--- config.mk ---
export PLATFORM = sky130hd
export DESIGN_NAME = mem_arbiter
export DESIGN_NICKNAME = d
export VERILOG_FILES = /design/src/logic/mem_cfg_pkg.sv /design/src/logic/mem_if_pkg.sv /design/src/logic/mem_arbiter.sv
export SDC_FILE = /design/constraint.sdc
export NUM_CORES = 1
export LEC_CHECK = 0
export BUFFER_PORTS_ARGS = -buffer_cell sky130_fd_sc_hd__buf_2
export CAP_MARGIN = 20
export CORE_ASPECT_RATIO = 1.1
export CORE_MARGIN = 1.5
export CORE_UTILIZATION = 37
export CTS_BUF_LIST = sky130_fd_sc_hd__clkbuf_8 sky130_fd_sc_hd__clkbuf_16
export DETAILED_ROUTE_END_ITERATION = 8
export HOLD_SLACK_MARGIN = 0.1
export PLACE_DENSITY = 0.79
export SLEW_MARGIN = 0
export SYNTH_ARGS = -nofsm -noshare
export SYNTH_HDL_FRONTEND = slang
export SYNTH_SLANG_ARGS = --single-unit
export TNS_END_PERCENT = 1
--- constraint.sdc ---
create_clock -name mem_fiu -period 2.4 [get_ports mem_fiu]
set_input_delay 0.48 -clock mem_fiu [delete_from_list [all_inputs] [get_ports mem_fiu]]
set_output_delay 0.48 -clock mem_fiu [all_outputs]
set_load 0.02 [all_outputs]
--- src/logic/mem_cfg_pkg.sv ---
`default_nettype none
// **************************************************
// Configuration constants for the local memory subsystem.
// Bank geometry, register stage counts, queue sizing and the
// refresh schedule are all set here and shared by every block
// **************************************************

package mem_cfg_pkg;

    // Word addressed bank of 256 words, 32 bits each
    localparam int MEM_ADDR_WIDTH = 8;
    localparam int MEM_DATA_WIDTH = 32;
    localparam int MEM_BE_WIDTH = MEM_DATA_WIDTH / 8;

    // Register stages between the arbiter and the bank
    localparam int MEM_REG_STAGES = 2;
    localparam int MEM_WAITREQUEST_STAGES = MEM_REG_STAGES;

    // Entries the bank still has free when it raises waitrequest.
    // Requests already in the stages and those accepted while the
    // waitrequest travels back must all fit, plus one spare
    localparam int MEM_WAITREQUEST_SLACK = MEM_REG_STAGES + MEM_WAITREQUEST_STAGES + 1;

    localparam int MEM_REQ_QUEUE_DEPTH = 16;
    localparam int MEM_REQ_QUEUE_PTR_WIDTH = $clog2(MEM_REQ_QUEUE_DEPTH);
    localparam int MEM_REQ_QUEUE_CNT_WIDTH = $clog2(MEM_REQ_QUEUE_DEPTH + 1);
    localparam int MEM_WAITREQUEST_LEVEL = MEM_REQ_QUEUE_DEPTH - MEM_WAITREQUEST_SLACK;

    // Cycles from issuing a read to its readdatavalid
    localparam int MEM_READ_LATENCY = 2;

    // The bank pauses for MEM_REFRESH_CYCLES out of every interval
    localparam int MEM_REFRESH_INTERVAL = 64;
    localparam int MEM_REFRESH_CYCLES = 6;
    localparam int MEM_REFRESH_CNT_WIDTH = $clog2(MEM_REFRESH_INTERVAL);

    // Reads that can be in flight behind the arbiter at once
    localparam int MEM_MAX_OUTSTANDING =
        MEM_REQ_QUEUE_DEPTH + MEM_READ_LATENCY + 2 * MEM_REG_STAGES;
    localparam int MEM_ORDER_PTR_WIDTH = $clog2(MEM_MAX_OUTSTANDING);
    localparam int MEM_ORDER_CNT_WIDTH = $clog2(MEM_MAX_OUTSTANDING + 1);

endpackage

`default_nettype wire

--- src/logic/mem_if_pkg.sv ---
`default_nettype none
// **************************************************
// Request and response types of the Avalon-MM style links
// inside the memory subsystem, plus the port index that the
// arbiter uses to route read data back to its master
// **************************************************

package mem_if_pkg;

    import mem_cfg_pkg::*;

    // One single-word request. At most one of read and write is set,
    // and the request counts only in a cycle with waitrequest low
    typedef struct packed {
        logic read;
        logic write;
        logic [MEM_ADDR_WIDTH-1:0] address;
        logic [MEM_DATA_WIDTH-1:0] writedata;
        // One bit per byte lane of writedata
        logic [MEM_BE_WIDTH-1:0] byteenable;
    } mem_req_t;

    // Read response. There is no back-pressure on this path, so a
    // receiver must take readdata in the cycle readdatavalid is high
    typedef struct packed {
        logic readdatavalid;
        logic [MEM_DATA_WIDTH-1:0] readdata;
    } mem_rsp_t;

    // Index of a request port on the arbiter
    typedef logic master_id_t;

endpackage

`default_nettype wire

--- src/logic/mem_arbiter.sv ---
`timescale 1ns/1ns
`default_nettype none
// **************************************************
// Round-robin arbiter for two Avalon-MM request ports. Grants are
// combinational; an order queue of port ids steers returning read
// data to the master that issued the read
// **************************************************

module mem_arbiter
(
    input  wire logic mem_fiu,
    input  wire logic reset,

    input  mem_if_pkg::mem_req_t m0_req,
    output logic m0_waitrequest,
    output mem_if_pkg::mem_rsp_t m0_rsp,

    input  mem_if_pkg::mem_req_t m1_req,
    output logic m1_waitrequest,
    output mem_if_pkg::mem_rsp_t m1_rsp,

    output mem_if_pkg::mem_req_t arb_req,
    input  wire logic arb_waitrequest,
    input  mem_if_pkg::mem_rsp_t arb_rsp
);

    import mem_cfg_pkg::*;
    import mem_if_pkg::*;

    logic m0_valid;
    logic m1_valid;
    master_id_t rr_ptr;
    master_id_t grant;
    mem_req_t gnt_req;
    logic accept;

    // Order queue of port ids, one entry per outstanding read
    master_id_t order_q [MEM_MAX_OUTSTANDING];
    logic [MEM_ORDER_PTR_WIDTH-1:0] oq_wr_ptr;
    logic [MEM_ORDER_PTR_WIDTH-1:0] oq_rd_ptr;
    logic [MEM_ORDER_CNT_WIDTH-1:0] oq_cnt;
    logic oq_full;
    logic oq_push;
    logic oq_pop;
    master_id_t oq_head;

    assign m0_valid = m0_req.read || m0_req.write;
    assign m1_valid = m1_req.read || m1_req.write;

    // rr_ptr names the port that wins a tie. A lone requester always wins
    always_comb
    begin
        if (m0_valid && m1_valid)
            grant = rr_ptr;
        else if (m1_valid)
            grant = 1'b1;
        else
            grant = 1'b0;
    end

    assign gnt_req = grant ? m1_req : m0_req;
    assign oq_full = (oq_cnt == MEM_ORDER_CNT_WIDTH'(MEM_MAX_OUTSTANDING));

    // A full order queue holds every request off, writes included
    always_comb
    begin
        arb_req = gnt_req;
        arb_req.read = gnt_req.read && !oq_full;
        arb_req.write = gnt_req.write && !oq_full;
    end

    assign m0_waitrequest = grant || arb_waitrequest || oq_full;
    assign m1_waitrequest = !grant || arb_waitrequest || oq_full;

    assign accept = (arb_req.read || arb_req.write) && !arb_waitrequest;
    assign oq_push = accept && arb_req.read;
    assign oq_pop = arb_rsp.readdatavalid;
    assign oq_head = order_q[oq_rd_ptr];

    // After each acceptance the other port gets priority
    always_ff @(posedge mem_fiu)
    begin
        if (reset)
            rr_ptr <= 1'b0;
        else if (accept)
            rr_ptr <= !grant;
    end

    always_ff @(posedge mem_fiu)
    begin
        if (oq_push)
            order_q[oq_wr_ptr] <= grant;
    end

    // Pointers wrap by hand since the depth is not a power of two
    always_ff @(posedge mem_fiu)
    begin
        if (reset)
        begin
            oq_wr_ptr <= '0;
            oq_rd_ptr <= '0;
            oq_cnt <= '0;
        end
        else
        begin
            if (oq_push)
            begin
                if (oq_wr_ptr == MEM_ORDER_PTR_WIDTH'(MEM_MAX_OUTSTANDING - 1))
                    oq_wr_ptr <= '0;
                else
                    oq_wr_ptr <= oq_wr_ptr + 1'b1;
            end
            if (oq_pop)
            begin
                if (oq_rd_ptr == MEM_ORDER_PTR_WIDTH'(MEM_MAX_OUTSTANDING - 1))
                    oq_rd_ptr <= '0;
                else
                    oq_rd_ptr <= oq_rd_ptr + 1'b1;
            end
            if (oq_push && !oq_pop)
                oq_cnt <= oq_cnt + 1'b1;
            else if (!oq_push && oq_pop)
                oq_cnt <= oq_cnt - 1'b1;
        end
    end

    // Read data fans out to both ports, only the owner sees it valid
    always_comb
    begin
        m0_rsp = arb_rsp;
        m1_rsp = arb_rsp;
        m0_rsp.readdatavalid = arb_rsp.readdatavalid && !oq_head;
        m1_rsp.readdatavalid = arb_rsp.readdatavalid && oq_head;
    end

endmodule

`default_nettype wire

==> impl_metrics.ini, run 1 <==
[status]
status = complete, but fails checks
violations = negative setup slack

[detailed_routing]
first_iter_violations = 229
drt_first_pass_iters = 4
wl_per_cell_um = 17.54
drt-total-wl_um = 10560
drcViolationCount = 0
vias = 2902
drt.antenna.violating_nets = 0
viasPerCell = 4.821

[setup_path]
crit_arrival_ps = 2050
required_ps = 1920
critPathMaxFanout = 7
startpoint_type = flop
critPathCaptureType = output pin
path_class = flop to output pin
reg2reg_from = oq_cnt[3]

[cts]
cts_buffers = 5
clockBufferDepth = 2
cts.sinks = 43
hold_buffers = 0
root_buffer = clkbuf_8
h-tree-depth = 2
cts.clk_slew.worst_paths_ps = 80
clkLatencyLatePin_ps = 290
cts_tree = yes

[finish]
regArea_sq_um = 1090
fin_cells = 602
fillers = 790
nNetsFinal = 632
final_util_pct = 46.87
drive_gt1_share_pct = 39.27
area_delta_synth_final_pct = 21.01
antennaDiodeCount = 0
multi_input_area_sq_um = 1503

[floorplan]
fp.coreArea_sq_um = 8040
start_util_pct = 38.73
fp-row-count = 34
die_y_um = 99.22
die_w_um = 90.48
ioPinCount = 242
die_area_sq_um = 8977

[logic_synthesis]
synth_area_leaders = edfxtp_1 21%, nand2_1 17%, buf_4 15%, dfxtp_1 13%, nor2_1 5.7%
post_synth_inst_count = 399
synth_edf_count = 22
synthDistinctLibCells = 38
yosysTopAreaCellShare_pct = 21.21
ys_warn_count = 0
async_reset_ff_share_pct = 0
synth_seq_cells = 43
synth_ff_type = edfxtp_1
avgSynthCellArea_sq_um = 7.805
seq_area_frac_synth_pct = 34.71
netlist_area_sq_um = 3114
synth.largest_area_cell = edfxtp_1
syn-num-nets = 538

[timing]
finalCritPeriodShare_pct = 105.3
rsz0062_at_grt = yes
period_minus_slack_ps = 2528
skew_ps = 7.968
postLayoutSetupSlackWorst_ps = -128.3
setup_violations = 2
max_freq_mhz = 395.5
slew_violations = 0
slew_headroom_pct = 75.06
whs_ps = 462.6
worst-slew-pin-transition_ps = 372.7
hold_viol_final = 0

[power_and_ir_drop]
powerDensity_nw_per_um2 = 561.7
power.leakage_nw = 1.878
max-vdd-ir-drop_v = 0.0001929
finalPower_w = 0.002117

[placed_design]
placed_cells = 593
io_buffer_count = 145
place.detailed.hpwl_um = 8975
place_congestion = 0.8787

[global_routing]
grt_pass1_vias = 2784
antenna_found_initial = 1
grt.total_usage_pct = 22.85
overflow = 0
grt_start_max_net_pins = 43
grt_pass1_wl_um = 15600

[hold_path]
hold_start = reset
hold_path.class = input pin to flop

[job]
drv_cap = 0
==> logic make-up after synthesis <==
kind of cell	after synthesis	synth area share [%]
and+or+nand+nor	211	27.84
buffers and inverters	86	18.36
DFF	43	34.71
AOI/OAI and AO/OA	21	4.901
muxes	15	6.147
xor gates and xnor gates	12	3.375
adders and majority gates	11	4.661
==> layer usage <==
| metal | track usage, % | wire length, um | vias up |
|---|---|---|---|
| met5 | 0 | 0 | - |
| met4 | 3.053 | 1 | 0 |
| met3 | 15.90 | 1729 | 2 |
| met2 | 35.92 | 4891 | 169 |
| met1 | 26.12 | 3934 | 1317 |
| li1 | - | - | 1414 |
==> worst paths after layout <==
check	endpoint	cells after the start	slack, ps
min reg2reg	oq_cnt[4]	2	520
max reg2reg	oq_cnt[4]	11	50
max	m0_rsp[32]	6	-130
min	oq_cnt[4]	2	460
==> worst max-delay path, stage by stage (launching register included) <==
cell	delay, ps
dfxtp_4	400
mux2i_2	160
mux4_2	460
and3b_1	170
a221o_1	270
and2_4	170
buf_6	120
==> metrics by stage <==
stage | setup TNS [ps] | cell area [sq um] | setup WS, ps
after global placement | -18.04 | 3638 | -18.04
after CTS | -204.3 | 3760 | -129.4
after detailed placement | -237.3 | 3638 | -147.2
after global routing | -420.5 | 3769 | -171.0
after floorplan | -12.53 | 3134 | -12.53
final | -199.4 | 3769 | -128.3
==> final cells by class <==
type | instances | share of cell area [%]
clock buffers | 5 | 1.826
inverters | 7 | 0.6972
repair buffers | 166 | 24.67
well taps | 108 | 3.586
clock inverters | 3 | 0.4316
multi-input cells | 270 | 39.87
flip-flops and latches | 43 | 28.92
==> placed cells by master, fill, tap and decap left out, types with 2 or more instances in the layout <==
cell type	instances
a211oi_1	2
buf_4	19
nand3b_1	2
mux2i_1	11
dfxtp_1	16
buf_2	143
a41o_1	3
nand4b_1	2
buf_12	3
or4_1	2
inv_2	2
a21oi_1	5
ha_1	9
dfxtp_2	4
nor3_1	3
xor2_1	5
nor2_1	46
a21o_1	2
a21oi_2	2
or3b_2	2
xnor2_1	7
clkbuf_8	5
edfxtp_1	22
inv_1	6
nand4_1	3
or3_1	2
mux4_2	2
nand2_1	142
nand2b_1	2
o21ai_0	3
==> cell usage after synthesis (all sizes together), types with 3 or more instances <==
cell type,n
dfxtp,21
inv,7
mux4,3
ha,10
nand2,142
xnor2,7
buf,66
edfxtp,22
a21oi,7
nor2,47
mux2i,12
a41o,3
xor2,5
clkbuf,13
nor3,4
o21ai,3
nand4,3
==> where the power goes <==
group	switching, W	internal, W	total [W]
clock	0.000240	0.000199	0.000440
combinational	0.000466	0.000351	0.000817
sequential	0.0000427	0.000818	0.000861
total	0.000749	0.00137	0.00212
==> timing repair <==
item,CTS,global route
endpoints found under the setup margin,3,3
pin swaps,3,3
hold endpoints to repair,0,0
setup buffers,1,0
gates resized for setup,7,4
No activity file was read; power rests on OpenSTA's default activity.
==> inputs of run 2 (changes only) <==
--- a/config.mk
+++ b/config.mk
@@ -13,6 +13,7 @@
 export CTS_BUF_LIST = sky130_fd_sc_hd__clkbuf_8 sky130_fd_sc_hd__clkbuf_16
 export DETAILED_ROUTE_END_ITERATION = 8
 export HOLD_SLACK_MARGIN = 0.1
+export MAX_ROUTING_LAYER = met4
 export PLACE_DENSITY = 0.79
 export SLEW_MARGIN = 0
 export SYNTH_ARGS = -nofsm -noshare
==> run 2 against run 1 <==
The flow still finishes with violations (negative setup slack). Via count increased by 0.65%. Count of clock-buffer cells in the layout unchanged. Hold slack improved by 9.9 ps. Power about the same. Clock skew about the same. Design area about the same. Maximum frequency about the same. Critical path depth unchanged. Combinational power about the same. Critical path type unchanged. Largest cell class unchanged.
==> impl_metrics.ini, run 2 (synthesized netlist as in run 1, its figures left out) <==
[status]
status = complete, but fails checks
violations = negative setup slack

[global_routing]
overflow = 0
grt_pass1_vias = 2791
grt_pass1_wl_um = 15590
grt_start_max_net_pins = 43
antenna_found_initial = 1
grt.total_usage_pct = 23.56

[detailed_routing]
drt-total-wl_um = 10560
wl_per_cell_um = 17.51
vias = 2921
drt.antenna.violating_nets = 0
drcViolationCount = 0
drt_first_pass_iters = 4
first_iter_violations = 225
viasPerCell = 4.844

[finish]
fillers = 791
final_cell_mix = 143 x buf_2, 142 x nand2_1, 46 x nor2_1
drive_gt1_share_pct = 39.27
final_common_cell = buf_2
area_delta_synth_final_pct = 21.09
nNetsFinal = 632
final_util_pct = 46.90

[power_and_ir_drop]
power.leakage_nw = 1.878
powerDensity_nw_per_um2 = 561.4
max-vdd-ir-drop_v = 0.0001940

[cts]
clkLatencyLatePin_ps = 290
cts.clk_slew.worst_paths_ps = 90
cts.sinks = 43
cts_buffers = 5
root_buffer = clkbuf_8
cts_tree = yes
clockBufferDepth = 2
h-tree-depth = 2

[placed_design]
io_buffer_count = 145
place_congestion = 0.8932
place.detailed.hpwl_um = 8975

[timing]
skew_ps = 8.401
max_freq_mhz = 395.6
slew_headroom_pct = 75.37
whs_ps = 472.5
setup_violations = 2
worst-slew-pin-transition_ps = 368.2
hold_viol_final = 0
rsz0062_at_grt = yes
postLayoutSetupSlackWorst_ps = -127.5
tns_ps = -197.8
slew_violations = 0
finalCritPeriodShare_pct = 105.3
period_minus_slack_ps = 2528

[setup_path]
critPathCaptureType = output pin
required_ps = 1920
crit_arrival_ps = 2050
critPathMaxFanout = 7
path_class = flop to output pin
startpoint_type = flop

[floorplan]
die_y_um = 99.22
ioPinCount = 242
die_area_sq_um = 8977
die_w_um = 90.48
fp-row-count = 34
start_util_pct = 38.73
fp.coreArea_sq_um = 8040

[job]
drv_cap = 0

[hold_path]
hold_path.class = input pin to flop
[run 2: changes by cell type in the layout (fill, tap and decap cells not counted)]
cell     previous run  this run
diode_2             0         1
[run 2: worst paths after layout]
kind	from	slack, ps	end	cells after the start
worst max register to register	oq_cnt[3]	50	oq_cnt[4]	11
worst max-delay path	flop	-130	m0_rsp[32]	6
worst min-delay path	reset	470	oq_cnt[4]	2
worst min register to register	oq_cnt[4]	530	oq_cnt[4]	2
[run 2: cell type report]
class	instances	area, sq um	share of cell area (%)
Multi-Input combinational cell	270	1503	39.85
Timing Repair Buffer	166	929.6	24.65
Clock inverter	3	16.27	0.4313
Tap cell	108	135.1	3.583
Antenna cell	1	2.502	0.06636
Sequential cell	43	1090	28.90
Clock buffer	5	68.82	1.825
Inverter	7	26.28	0.6967
[run 2: where the power goes]
part           leakage, nW  switching, W  internal [W]
Clock               0.0453      0.000241      0.000199
Combinational         1.46      0.000465      0.000351
Sequential           0.375     0.0000430      0.000818
Total                 1.88      0.000749       0.00137
[run 2: through the flow]
stage               setup WS (ps)  power (W)  instances  area (sq um)
floorplan                  -12.53   0.001491        399          3134
global placement           -18.04   0.001642        593          3638
detailed placement         -147.2   0.001670        593          3638
CTS                        -129.4   0.002127        602          3760
global route               -173.4   0.002251        603          3771
finish                     -127.5   0.002117        603          3771
[run 2: what timing repair did]
action / 4_1_cts / 5_1_grt
pin swaps: 3 / 3
setup endpoints to repair: 3 / 3
resized for setup: 7 / 4
setup buffers: 1 / 0
hold buffers: 0 / 0
[run 2: per-layer routing]
layer,part of all wire [%],vias up,global-route usage (%)
li1,-,1418,-
met1,38,1337,26.41
met2,46,162,35.92
met3,16,4,15.52
met4,0.21,0,3.053
met5,0,-,-
[run 2: worst max-delay path, cell delays in order, from the launching register on]
cell and delay [ps]:
dfxtp_4 400, mux2i_2 160, mux4_2 460, and3b_1 170, a221o_1 280, and2_4 170
buf_6 120
