$ cat src/logic/mem_cfg_pkg.sv
`default_nettype none
// **************************************************
// Configuration constants for the local memory subsystem.
// Bank geometry, register stage counts, queue sizing and the
// refresh schedule are all set here and shared by every block
// **************************************************

package mem_cfg_pkg;

    // Word addressed bank of 256 words, 32 bits each
    localparam int MEM_ADDR_WIDTH = 8;
    localparam int MEM_DATA_WIDTH = 32;
    localparam int MEM_BE_WIDTH = MEM_DATA_WIDTH / 8;

    // Register stages between the arbiter and the bank
    localparam int MEM_REG_STAGES = 2;
    localparam int MEM_WAITREQUEST_STAGES = MEM_REG_STAGES;

    // Entries the bank still has free when it raises waitrequest.
    // Requests already in the stages and those accepted while the
    // waitrequest travels back must all fit, plus one spare
    localparam int MEM_WAITREQUEST_SLACK = MEM_REG_STAGES + MEM_WAITREQUEST_STAGES + 1;

    localparam int MEM_REQ_QUEUE_DEPTH = 16;
    localparam int MEM_REQ_QUEUE_PTR_WIDTH = $clog2(MEM_REQ_QUEUE_DEPTH);
    localparam int MEM_REQ_QUEUE_CNT_WIDTH = $clog2(MEM_REQ_QUEUE_DEPTH + 1);
    localparam int MEM_WAITREQUEST_LEVEL = MEM_REQ_QUEUE_DEPTH - MEM_WAITREQUEST_SLACK;

    // Cycles from issuing a read to its readdatavalid
    localparam int MEM_READ_LATENCY = 2;

    // The bank pauses for MEM_REFRESH_CYCLES out of every interval
    localparam int MEM_REFRESH_INTERVAL = 64;
    localparam int MEM_REFRESH_CYCLES = 6;
    localparam int MEM_REFRESH_CNT_WIDTH = $clog2(MEM_REFRESH_INTERVAL);

    // Reads that can be in flight behind the arbiter at once
    localparam int MEM_MAX_OUTSTANDING =
        MEM_REQ_QUEUE_DEPTH + MEM_READ_LATENCY + 2 * MEM_REG_STAGES;
    localparam int MEM_ORDER_PTR_WIDTH = $clog2(MEM_MAX_OUTSTANDING);
    localparam int MEM_ORDER_CNT_WIDTH = $clog2(MEM_MAX_OUTSTANDING + 1);

endpackage

`default_nettype wire

$ cat src/logic/mem_if_pkg.sv
`default_nettype none
// **************************************************
// Request and response types of the Avalon-MM style links
// inside the memory subsystem, plus the port index that the
// arbiter uses to route read data back to its master
// **************************************************

package mem_if_pkg;

    import mem_cfg_pkg::*;

    // One single-word request. At most one of read and write is set,
    // and the request counts only in a cycle with waitrequest low
    typedef struct packed {
        logic read;
        logic write;
        logic [MEM_ADDR_WIDTH-1:0] address;
        logic [MEM_DATA_WIDTH-1:0] writedata;
        // One bit per byte lane of writedata
        logic [MEM_BE_WIDTH-1:0] byteenable;
    } mem_req_t;

    // Read response. There is no back-pressure on this path, so a
    // receiver must take readdata in the cycle readdatavalid is high
    typedef struct packed {
        logic readdatavalid;
        logic [MEM_DATA_WIDTH-1:0] readdata;
    } mem_rsp_t;

    // Index of a request port on the arbiter
    typedef logic master_id_t;

endpackage

`default_nettype wire

$ cat src/logic/avalon_mem_if_reg_simple.sv
`timescale 1ns/1ns
`default_nettype none
// **************************************************
// Register stages on an Avalon-MM link. Requests and read data are
// delayed by N_REG_STAGES, waitrequest by N_WAITREQUEST_STAGES, so
// the slave side must treat its waitrequest as almost full
// **************************************************

module avalon_mem_if_reg_simple
#(
    parameter int N_REG_STAGES = mem_cfg_pkg::MEM_REG_STAGES,
    parameter int N_WAITREQUEST_STAGES = N_REG_STAGES
)
(
    input  wire logic mem_fiu,
    input  wire logic reset,

    // Side facing the arbiter
    input  mem_if_pkg::mem_req_t afu_req,
    output logic afu_waitrequest,
    output mem_if_pkg::mem_rsp_t arb_rsp,

    // Side facing the bank
    output mem_if_pkg::mem_req_t bank_req,
    input  wire logic bank_waitrequest,
    input  mem_if_pkg::mem_rsp_t bank_rsp
);

    import mem_if_pkg::*;

    mem_req_t req_entry;

    // Only accepted requests enter the pipe. The master holds a refused
    // request, so passing it on as well would duplicate it
    always_comb
    begin
        req_entry = afu_req;
        req_entry.read = afu_req.read && !afu_waitrequest;
        req_entry.write = afu_req.write && !afu_waitrequest;
    end

    generate
        if (N_REG_STAGES == 0)
        begin : g_req_wires
            assign bank_req = req_entry;
            assign arb_rsp = bank_rsp;
        end
        else
        begin : g_req_regs
            // Stage 0 is nearest the arbiter for requests and nearest
            // the bank for responses
            mem_req_t req_stage [N_REG_STAGES];
            mem_rsp_t rsp_stage [N_REG_STAGES];

            always_ff @(posedge mem_fiu)
            begin
                req_stage[0] <= req_entry;
                rsp_stage[0] <= bank_rsp;
                for (int i = 1; i < N_REG_STAGES; i++)
                begin
                    req_stage[i] <= req_stage[i-1];
                    rsp_stage[i] <= rsp_stage[i-1];
                end

                // Only the command and valid bits are cleared
                if (reset)
                begin
                    for (int i = 0; i < N_REG_STAGES; i++)
                    begin
                        req_stage[i].read <= 1'b0;
                        req_stage[i].write <= 1'b0;
                        rsp_stage[i].readdatavalid <= 1'b0;
                    end
                end
            end

            assign bank_req = req_stage[N_REG_STAGES-1];
            assign arb_rsp = rsp_stage[N_REG_STAGES-1];
        end

        if (N_WAITREQUEST_STAGES == 0)
        begin : g_wr_wire
            assign afu_waitrequest = bank_waitrequest;
        end
        else
        begin : g_wr_regs
            // Waitrequest shift register, bank side enters at bit 0.
            // All ones after reset keeps the arbiter off until the bank
            // has reported space through every stage
            logic [N_WAITREQUEST_STAGES-1:0] wr_shift;

            always_ff @(posedge mem_fiu)
            begin
                if (reset)
                begin
                    wr_shift <= '1;
                end
                else
                begin
                    wr_shift[0] <= bank_waitrequest;
                    for (int i = 1; i < N_WAITREQUEST_STAGES; i++)
                    begin
                        wr_shift[i] <= wr_shift[i-1];
                    end
                end
            end

            assign afu_waitrequest = wr_shift[N_WAITREQUEST_STAGES-1];
        end
    endgenerate

endmodule

`default_nettype wire

$ cat config.mk
export PLATFORM = sky130hd
export DESIGN_NAME = avalon_mem_if_reg_simple
export DESIGN_NICKNAME = d
export VERILOG_FILES = /design/src/logic/mem_cfg_pkg.sv /design/src/logic/mem_if_pkg.sv /design/src/logic/avalon_mem_if_reg_simple.sv
export SDC_FILE = /design/constraint.sdc
export NUM_CORES = 1
export LEC_CHECK = 0
export ABC_CLOCK_PERIOD_IN_PS = 800
export BUFFER_PORTS_ARGS = -buffer_cell sky130_fd_sc_hd__buf_2
export CORE_MARGIN = 2
export CORE_UTILIZATION = 25
export DETAILED_ROUTE_END_ITERATION = 8
export RECOVER_POWER = 100
export SLEW_MARGIN = 20
export SYNTH_ARGS = -nofsm -noshare
export SYNTH_HDL_FRONTEND = slang
export SYNTH_SLANG_ARGS = --single-unit
$ cat constraint.sdc
create_clock -name mem_fiu -period 0.8 [get_ports mem_fiu]
set_input_delay 0.08 -clock mem_fiu [delete_from_list [all_inputs] [get_ports mem_fiu]]
set_output_delay 0.08 -clock mem_fiu [all_outputs]
set_load 0.01 [all_outputs]
==> summary by stage, run 1 <==
Worst setup path
The number of cells on the worst reg-to-reg path is 2. Along the worst path, the maximum fanout reaches 1. The startpoint identified for the worst register-to-register timing path is g_wr_regs.wr_shift[1]. The buffering stage count on the worst path with inverters included is 1.

The required time of the worst setup path is 0.72 ns. The library cell contributing the largest single delay on the critical path is dfxtp_2. Setup slack on the worst reg-to-reg path comes out at 0.08 ns. The delay of the slowest critical-path stage is 0.32 ns. The arrival time at the worst endpoint is 0.85 ns.

STA classifies the critical path startpoint as a flip-flop. The cell class contributing the biggest share of worst-path delay is flip-flops. The worst setup path is of the reg -> out kind.

Traced cell by cell, the critical path runs through buf_6. STA classifies the critical path endpoint as an output port. The end of the worst register-to-register path is g_req_regs.req_stage[0][45].

Power
The analysis attributes to cell leakage a power of 2.72 nW. Across the VDD grid, the largest voltage drop is 1.60 mV. The power per cell area is 2890 nW/um^2.

Drt
The routed length per instance is 11.6 um. Wires add up to 7240 um. The first detailed-routing pass ran for 3 iterations. The routed layout has 2116 vias. After detailed routing, the number of remaining DRC violations is 0. The number of nets with antenna violations after routing is 0.

In this run, the number of DRC markers left after iteration 0 of detailed routing was 57. Using the TritonRoute via totals, the vias-per-cell ratio works out to 3.40.

Placed design
The HPWL reported at the end of detailed placement is 4390 um. Buffers placed on the I/O ports in this run total 161. The placed cell area is 4290 sq um. The routability congestion estimate from global placement is 0.670.

Layout
The library cell used most frequently in the layout, excluding fill and tap cells, is dfxtp_1. The finished cells cover 6080 sq um. Cells fill 44.2% of the core in the end. The count of fill cells added during filler insertion is 1254. Compared with the post-synthesis result, the final layout area differs by 73.6%. In the layout the commonest cells are dfxtp_1, buf_2, dlygate4sd3_1.

The fraction of final layout cells with drive strength greater than 1 is 53.6%. The net count reported at finish is 512. Registers take 3270 sq um. The total area of multi-input combinational cells is 52.6 sq um.

Floorplanning
The die covers 15000 sq um. After floorplanning, the core was sized to cover 13800 sq um. The overall die height is 122 um. Row generation in the floorplan step produced 43 rows. The initial standard-cell utilization of the core is 25.4%.

The number of ports placed on the die boundary is 162. From left edge to right edge, the die measures 122 um.

STA
The total negative setup slack is -8.86 ns. Setup repair after global routing could not meet its margin everywhere. In the finished design, the share of the clock period the worst path needs comes to 116%.

The relative slew slack is 80.4%. The final critical-path setup slack is -0.127 ns. The tightest hold path in the finished design has a slack of 0.301 ns. The count of final setup violators is 80. The post-layout minimum cycle time is 0.927 ns. The final-report max-slew violation count is 0. Derived from the worst setup path, the maximum achievable clock frequency is 1080 MHz. The final setup skew is 0.00725 ns. The actual transition at the worst max-transition pin is 0.294 ns.

The number of hold violations in the final report came to 0.

Global route
The global-route usage over all layers is 9.65%. The first global-routing pass estimated 10400 um of wire. Entering global routing, the biggest net connects 17 pins.

The via count of the first global-routing pass came to 2289. The remaining global-route overflow is 0. The number of antenna violations at the first check in global routing is 1.

Synthesis
In this run the cell area of the synthesized design comes to 3500 sq um. By area the synthesized netlist is led by dfxtp_1, buf_4, nor2b_1. The biggest area contributor in the post-synthesis netlist is dfxtp_1. Synthesis produced a netlist whose cell count is 201. A synthesized cell averages 17.4 sq um. The synthesized netlist contains 5 unique library cells. The number of synthesized register bits is 160. The net count after synthesis is 283. Of the synthesized area, sequential elements account for 91.4%.

Of the post-synthesis cell area, the dominant cell type holds 91.4%. During synthesis, Yosys emitted a total of 0 warnings.

Clocking
The CTS H-tree depth is 4. In this run the deepest clock path goes through 2 buffers. The clock transition at the registers of the reported paths is 0.06 ns. The root cell of the clock tree is clkbuf_16. TritonCTS built the clock tree. The number of CTS-inserted buffers is 17.

The clock net in this run drives a total of 160 sinks. For the worst-skew pair, the clock arrives at the later sink with an insertion delay of 0.41 ns.

Flow run
The number of maximum-capacitance violations is 0.

Worst hold path
The number of cells on the worst hold path is 2. The class of the worst hold path is in -> reg. The endpoint of the worst hold path is g_req_regs.req_stage[0][35]. The startpoint identified for the worst hold timing path is afu_req[35].

Outcome
The flow ran to the end, but the final reports show violations. The checks that failed: setup timing.
==> cells by family after synthesis <==
group | Yosys count | share of synthesized area, %
AND/OR/NAND/NOR | 8 | 1.50
buffers and inverters | 33 | 7.07
flip-flops | 160 | 91.4
==> area by class of cell <==
cell class                      instances  area share, %
Sequential cell                       160           53.7
Timing Repair Buffer                  243           31.9
Clock buffer                           22           7.63
Tap cell                              180           3.70
Clock inverter                          9           2.20
Multi-Input combinational cell          8          0.864
Antenna cell                            1         0.0411
==> how the worst max path moves through the flow <==
| stage | start | endpoint | slack (ns) | cells after the start |
|---|---|---|---|---|
| floorplan | g_wr_regs.wr_shift[1] | g_req_regs.req_stage[0][44] | 0.23 | 1 |
| global placement | g_wr_regs.wr_shift[0] | g_wr_regs.wr_shift[1] | 0.21 | 1 |
| detailed placement | g_wr_regs.wr_shift[0] | g_wr_regs.wr_shift[1] | 0.20 | 1 |
| CTS | g_req_regs.req_stage[1][45] | bank_req[45] | -0.16 | 1 |
| global route | g_req_regs.req_stage[1][9] | bank_req[9] | -0.18 | 1 |
| finish | g_req_regs.req_stage[1][20] | bank_req[20] | -0.13 | 1 |
==> routing by layer <==
layer | global-route usage (%) | part of all wire (%) | vias to the layer above
met3 | 5.95 | 10 | 10
li1 | - | - | 1046
met2 | 15.5 | 52 | 102
met4 | 5.82 | 1.7 | 0
met1 | 9.46 | 36 | 958
met5 | 0 | 0 | -
==> registers in the layout (all words and copies together), names as in the netlist <==
register              cells
g_req_regs.req_stage     92
g_wr_regs.wr_shift        2
g_req_regs.rsp_stage     66
==> metrics by stage <==
stage	cells	total power [mW]	setup WS (ns)
floorplan	201	8.88	0.227
global placement	509	9.17	0.213
detailed placement	509	9.20	0.196
CTS	622	17.6	-0.161
global route	623	18.3	-0.175
finish	623	17.6	-0.127
==> report_power, final <==
group | leakage [nW] | switching, mW | internal [mW]
logic | 1.09 | 0.310 | 0.679
clock network | 0.278 | 2.97 | 5.06
registers | 1.35 | 0.128 | 8.42
total | 2.72 | 3.41 | 14.2
==> Yosys cell counts (all sizes together) <==
library cell	count
dfxtp	160
buf	33
nor2b	4
nor3b	2
or2	2
==> repair_timing <==
| item | in CTS | in global routing |
|---|---|---|
| resized for setup | 26 | 76 |
| setup endpoints to repair | 80 | 80 |
| hold buffers | 81 | 0 |
| buffers inserted | 1 | 0 |
| hold endpoints to repair | 84 | 0 |
No activity file was read; power rests on OpenSTA's default activity.
==> run 2: changes to the inputs <==
--- a/config.mk
+++ b/config.mk
@@ -5,6 +5,7 @@
 export SDC_FILE = /design/constraint.sdc
 export NUM_CORES = 1
 export LEC_CHECK = 0
+export ABC_AREA = 1
 export ABC_CLOCK_PERIOD_IN_PS = 800
 export BUFFER_PORTS_ARGS = -buffer_cell sky130_fd_sc_hd__buf_2
 export CORE_MARGIN = 2
@@ -15,3 +16,4 @@
 export SYNTH_ARGS = -nofsm -noshare
 export SYNTH_HDL_FRONTEND = slang
 export SYNTH_SLANG_ARGS = --single-unit
+export TNS_END_PERCENT = 100
==> run 2 against run 1 <==
Effect of this change: combinational power down 2.4%; sequential cell count unchanged; power about the same; clock skew up 0.0078 ns; wire length down 3.5%; critical endpoint is now bank_req[21]; the run still ends with setup timing left; highest routed layer unchanged; critical path type unchanged; clock power up 0.6%; cell count up 1.3%; global-route usage down 0.43 points; final area down 1.0%; worst setup slack worse by 0.0019 ns; count of clock-buffer cells in the layout up 1.
==> summary by stage, run 2 <==
Clocking
The root buffer cell chosen for the clock tree is clkbuf_16. TritonCTS built the clock tree. The clock transition at the registers of the reported paths is 0.06 ns (about the same). The clock insertion delay at the later pin of the skew report is 0.41 ns (about the same). The number of sinks driven by the clock tree was 160 (unchanged). The number of CTS-inserted buffers is 17 (unchanged). The CTS H-tree depth was 4 (unchanged).

The maximum root-to-sink buffer count came to 2 (unchanged).

Power
The internal power component was 14.2 mW (+0.47%). The fraction of power spent switching nets is 19.1% (-0.31 points). The power share of the combinational group came to 5.5% (about the same). The power share of the sequential group is 48.5% (-0.2 points). The static leakage is 2.74 nW (+0.80%). The power per cell area is 2920 nW/um^2 (+1.1%). The worst IR drop on VDD is 1.35 mV (-16%).

The net switching component of the power is 3.36 mW (-1.5%). The sum of internal, switching and leakage power was 17.6 mW (about the same). The clock share of power is 46.0% (+0.3 points).

Synthesis
The most used flip-flop cell after synthesis is dfxtp_1. The number of synthesized register bits came to 160 (unchanged). The number of distinct library cells after synthesis was 6 (+1). By instance count, the leading cell after synthesis is dfxtp_1. The number of warnings reported in the yosys synthesis log is 0 (unchanged). The number of synthesized flops with an enable pin came to 0 (unchanged).

The post-synthesis cell area came to 3510 sq um (+0.25%). The synthesized netlist cell count came to 208 (+3.5%). The largest area contributor in the netlist is dfxtp_1. After synthesis, the cell types taking the most area are dfxtp_1, buf_4, nor2_1.

The commonest cells after synthesis are dfxtp_1, buf_4, nor2_1, inv_1. The post-synthesis area per instance is 16.9 sq um (-3.1%). The sequential element share of the synthesized area came to 91.2% (-0.23 points).

The share of synthesized flip-flops with an asynchronous set or reset came to 0% (unchanged). The area share of the leading cell type in the synthesized netlist is 91.2% (-0.23 points). The net count after synthesis is 290 (+2.5%).

Worst setup path
The library cell contributing the largest single delay on the critical path is dfxtp_2. The critical path goes through buf_6. The register-to-register path setup slack was 0.19 ns (+0.11 ns).

The nature of the critical path endpoint is an output port. By startpoint and endpoint, the worst setup path is classified as reg -> out. The element type at the critical path start is a flip-flop. The delay of the slowest critical-path stage came to 0.32 ns (about the same). The cell class contributing the biggest share of worst-path delay is flip-flops.

The required time of the worst setup path came to 0.72 ns (about the same). The maximum fanout count along the critical path came to 1 (unchanged). The arrival time at the worst endpoint was 0.85 ns (about the same). The buffering stage count on the worst path with inverters included is 1 (unchanged).

Global route
The layer with the highest usage is met2. The global-route usage over all layers is 9.22% (-0.43 points). The global-route wire length before repair came to 10000 um (-4.2%). The via count of the first global-routing pass is 2237 (-2.3%). The fraction of met2 tracks used by global routing is 14.4% (-1.1 points). The number of antenna violations at the first check in global routing was 1 (unchanged).

The pin count of the biggest net entering global routing is 17 (unchanged). The remaining global-route overflow is 0 (unchanged). The fraction of met1 tracks used by global routing is 9.17% (-0.29 points). The met3 usage in global routing is 5.76% (-0.19 points).

Flow run
The number of maximum-capacitance violations was 0 (unchanged).

STA
The final setup skew is 0.0150 ns (+0.00778 ns). The total negative setup slack is -8.82 ns (+0.0395 ns). The relative slew slack came to 82.5% (+2.1 points). The final period utilization came to 116% (+0.23 points).

The count of final setup violators is 80 (unchanged). The actual transition at the worst max-transition pin is 0.263 ns (-0.0320 ns). The final-report max-slew violation count is 0 (unchanged). The number of hold violations in the final report is 0 (unchanged). The final critical-path setup slack is -0.129 ns (-0.00185 ns).

The maximum clock frequency is 1080 MHz (-0.20%). The post-layout minimum cycle time came to 0.929 ns (+0.00185 ns). Setup repair after global routing could not meet its margin everywhere.

Drt
The post-detailed-routing wire length is 6990 um (-3.5%). The total vias in the final route was 2122 (+0.28%). The initial DRC count is 25 (-56%). The via count normalized by instance count is 3.36 (-0.99%). The detailed-routing iteration count for the pre-antenna-repair pass was 4 (+1). The number of nets with antenna violations after routing came to 0 (unchanged). The DRC violations left is 0 (unchanged).

The routed length per instance was 11.1 um (-4.7%).

Layout
The fraction of final layout cells with drive strength greater than 1 is 51.1% (-2.5 points). The final cell count without fillers was 631 (+1.3%). Compared with the post-synthesis result, the final layout area differs by 71.5%. The largest registers in the layout are g_req_regs.req_stage: 92 flops, g_req_regs.rsp_stage: 66 flops, g_wr_regs.wr_shift: 2 flops. Leaving out fill and tap cells, the most frequent cells in the layout are dfxtp_1, buf_2, dlygate4sd3_1. The count of fill cells added during filler insertion came to 1225 (-2.3%).

The flip-flop count of the largest register, all copies and words added came to 92 (unchanged). The net count reported at finish came to 519 (+1.4%). The final core utilization is 43.6% (-0.62 points). More flip-flops sit in one register than any other, and that register is g_req_regs.req_stage. The leading cell type in the layout, fill and taps excluded is dfxtp_1.

Worst hold path
The class of the worst hold path is in -> reg.

Floorplanning
The die extent in x is 123 um (+0.12%). The number of ports placed on the die boundary is 162 (unchanged). The floorplan die area is 15000 sq um (+0.24%). The row count is 43 (unchanged). The initial standard-cell utilization of the core is 25.4% (-0.036 points). The overall die height is 123 um (+0.12%). The standard cell core area is 13800 sq um (+0.39%).

Outcome
The checks that failed: setup timing. The run finished, with violations left.

Placed design
The number of buffer cells added on primary ports is 161 (unchanged). The HPWL reported at the end of detailed placement came to 4400 um (+0.41%). The worst setup timing slack at the placement stage was 0.206 ns (+0.00973 ns). The routability congestion estimate from global placement came to 0.647 (-3.3%). The number of placed instances with taps included came to 516 (+1.4%).
## run 2: area by class of cell
type / count / area [sq um] / area share, %
Clock buffer: 23 / 478 / 7.94
Multi-Input combinational cell: 10 / 42.5 / 0.706
Sequential cell: 160 / 3250 / 54.0
Tap cell: 180 / 225 / 3.74
Antenna cell: 1 / 2.50 / 0.0416
Inverter: 5 / 18.8 / 0.312
Timing Repair Buffer: 243 / 1870 / 31.1
Clock inverter: 9 / 129 / 2.14
## run 2: routing by layer
metal,up-vias,routed length (um)
met5,-,0
met4,0,146
met3,8,718
met2,107,3410
met1,945,2710
li1,1062,-
## run 2: kinds of logic after synthesis
kind of cell	share of synthesized area (%)
and+or+nand+nor	1.21
buffers and inverters	7.59
DFF	91.2
## run 2: final timing paths
path	startpoint	end	cells past startpoint
setup / recovery	g_req_regs.req_stage[1][21]	bank_req[21]	1
hold / removal	afu_req[2]	g_req_regs.req_stage[0][2]	2
setup reg to reg	g_wr_regs.wr_shift[1]	g_req_regs.req_stage[0][44]	2
hold reg to reg	g_req_regs.req_stage[0][30]	g_req_regs.req_stage[1][30]	0
## run 2: repair_timing
action / CTS / global route
setup endpoints to repair: 80 / 80
gates resized for setup: 23 / 58
hold endpoints to repair: 84 / 0
setup buffers: 0 / 1
hold buffers: 81 / 0
## run 2: stage by stage
| stage | hold WS (ns) | cell area [sq um] |
|---|---|---|
| detailed placement | 0.184 | 4300 |
| floorplan | 0.108 | 3510 |
| finish | 0.290 | 6020 |
| global placement | 0.182 | 4300 |
| CTS | 0.273 | 5800 |
| global route | 0.284 | 6020 |
## run 2: power groups by stage
stage	clock network (mW)	logic, mW	registers, mW
detailed placement	0	0.534	8.66
finish	8.08	0.965	8.53
CTS	8.34	0.875	8.50
global route	8.71	1.04	8.56
global placement	0	0.529	8.65
floorplan	0	0.178	8.70
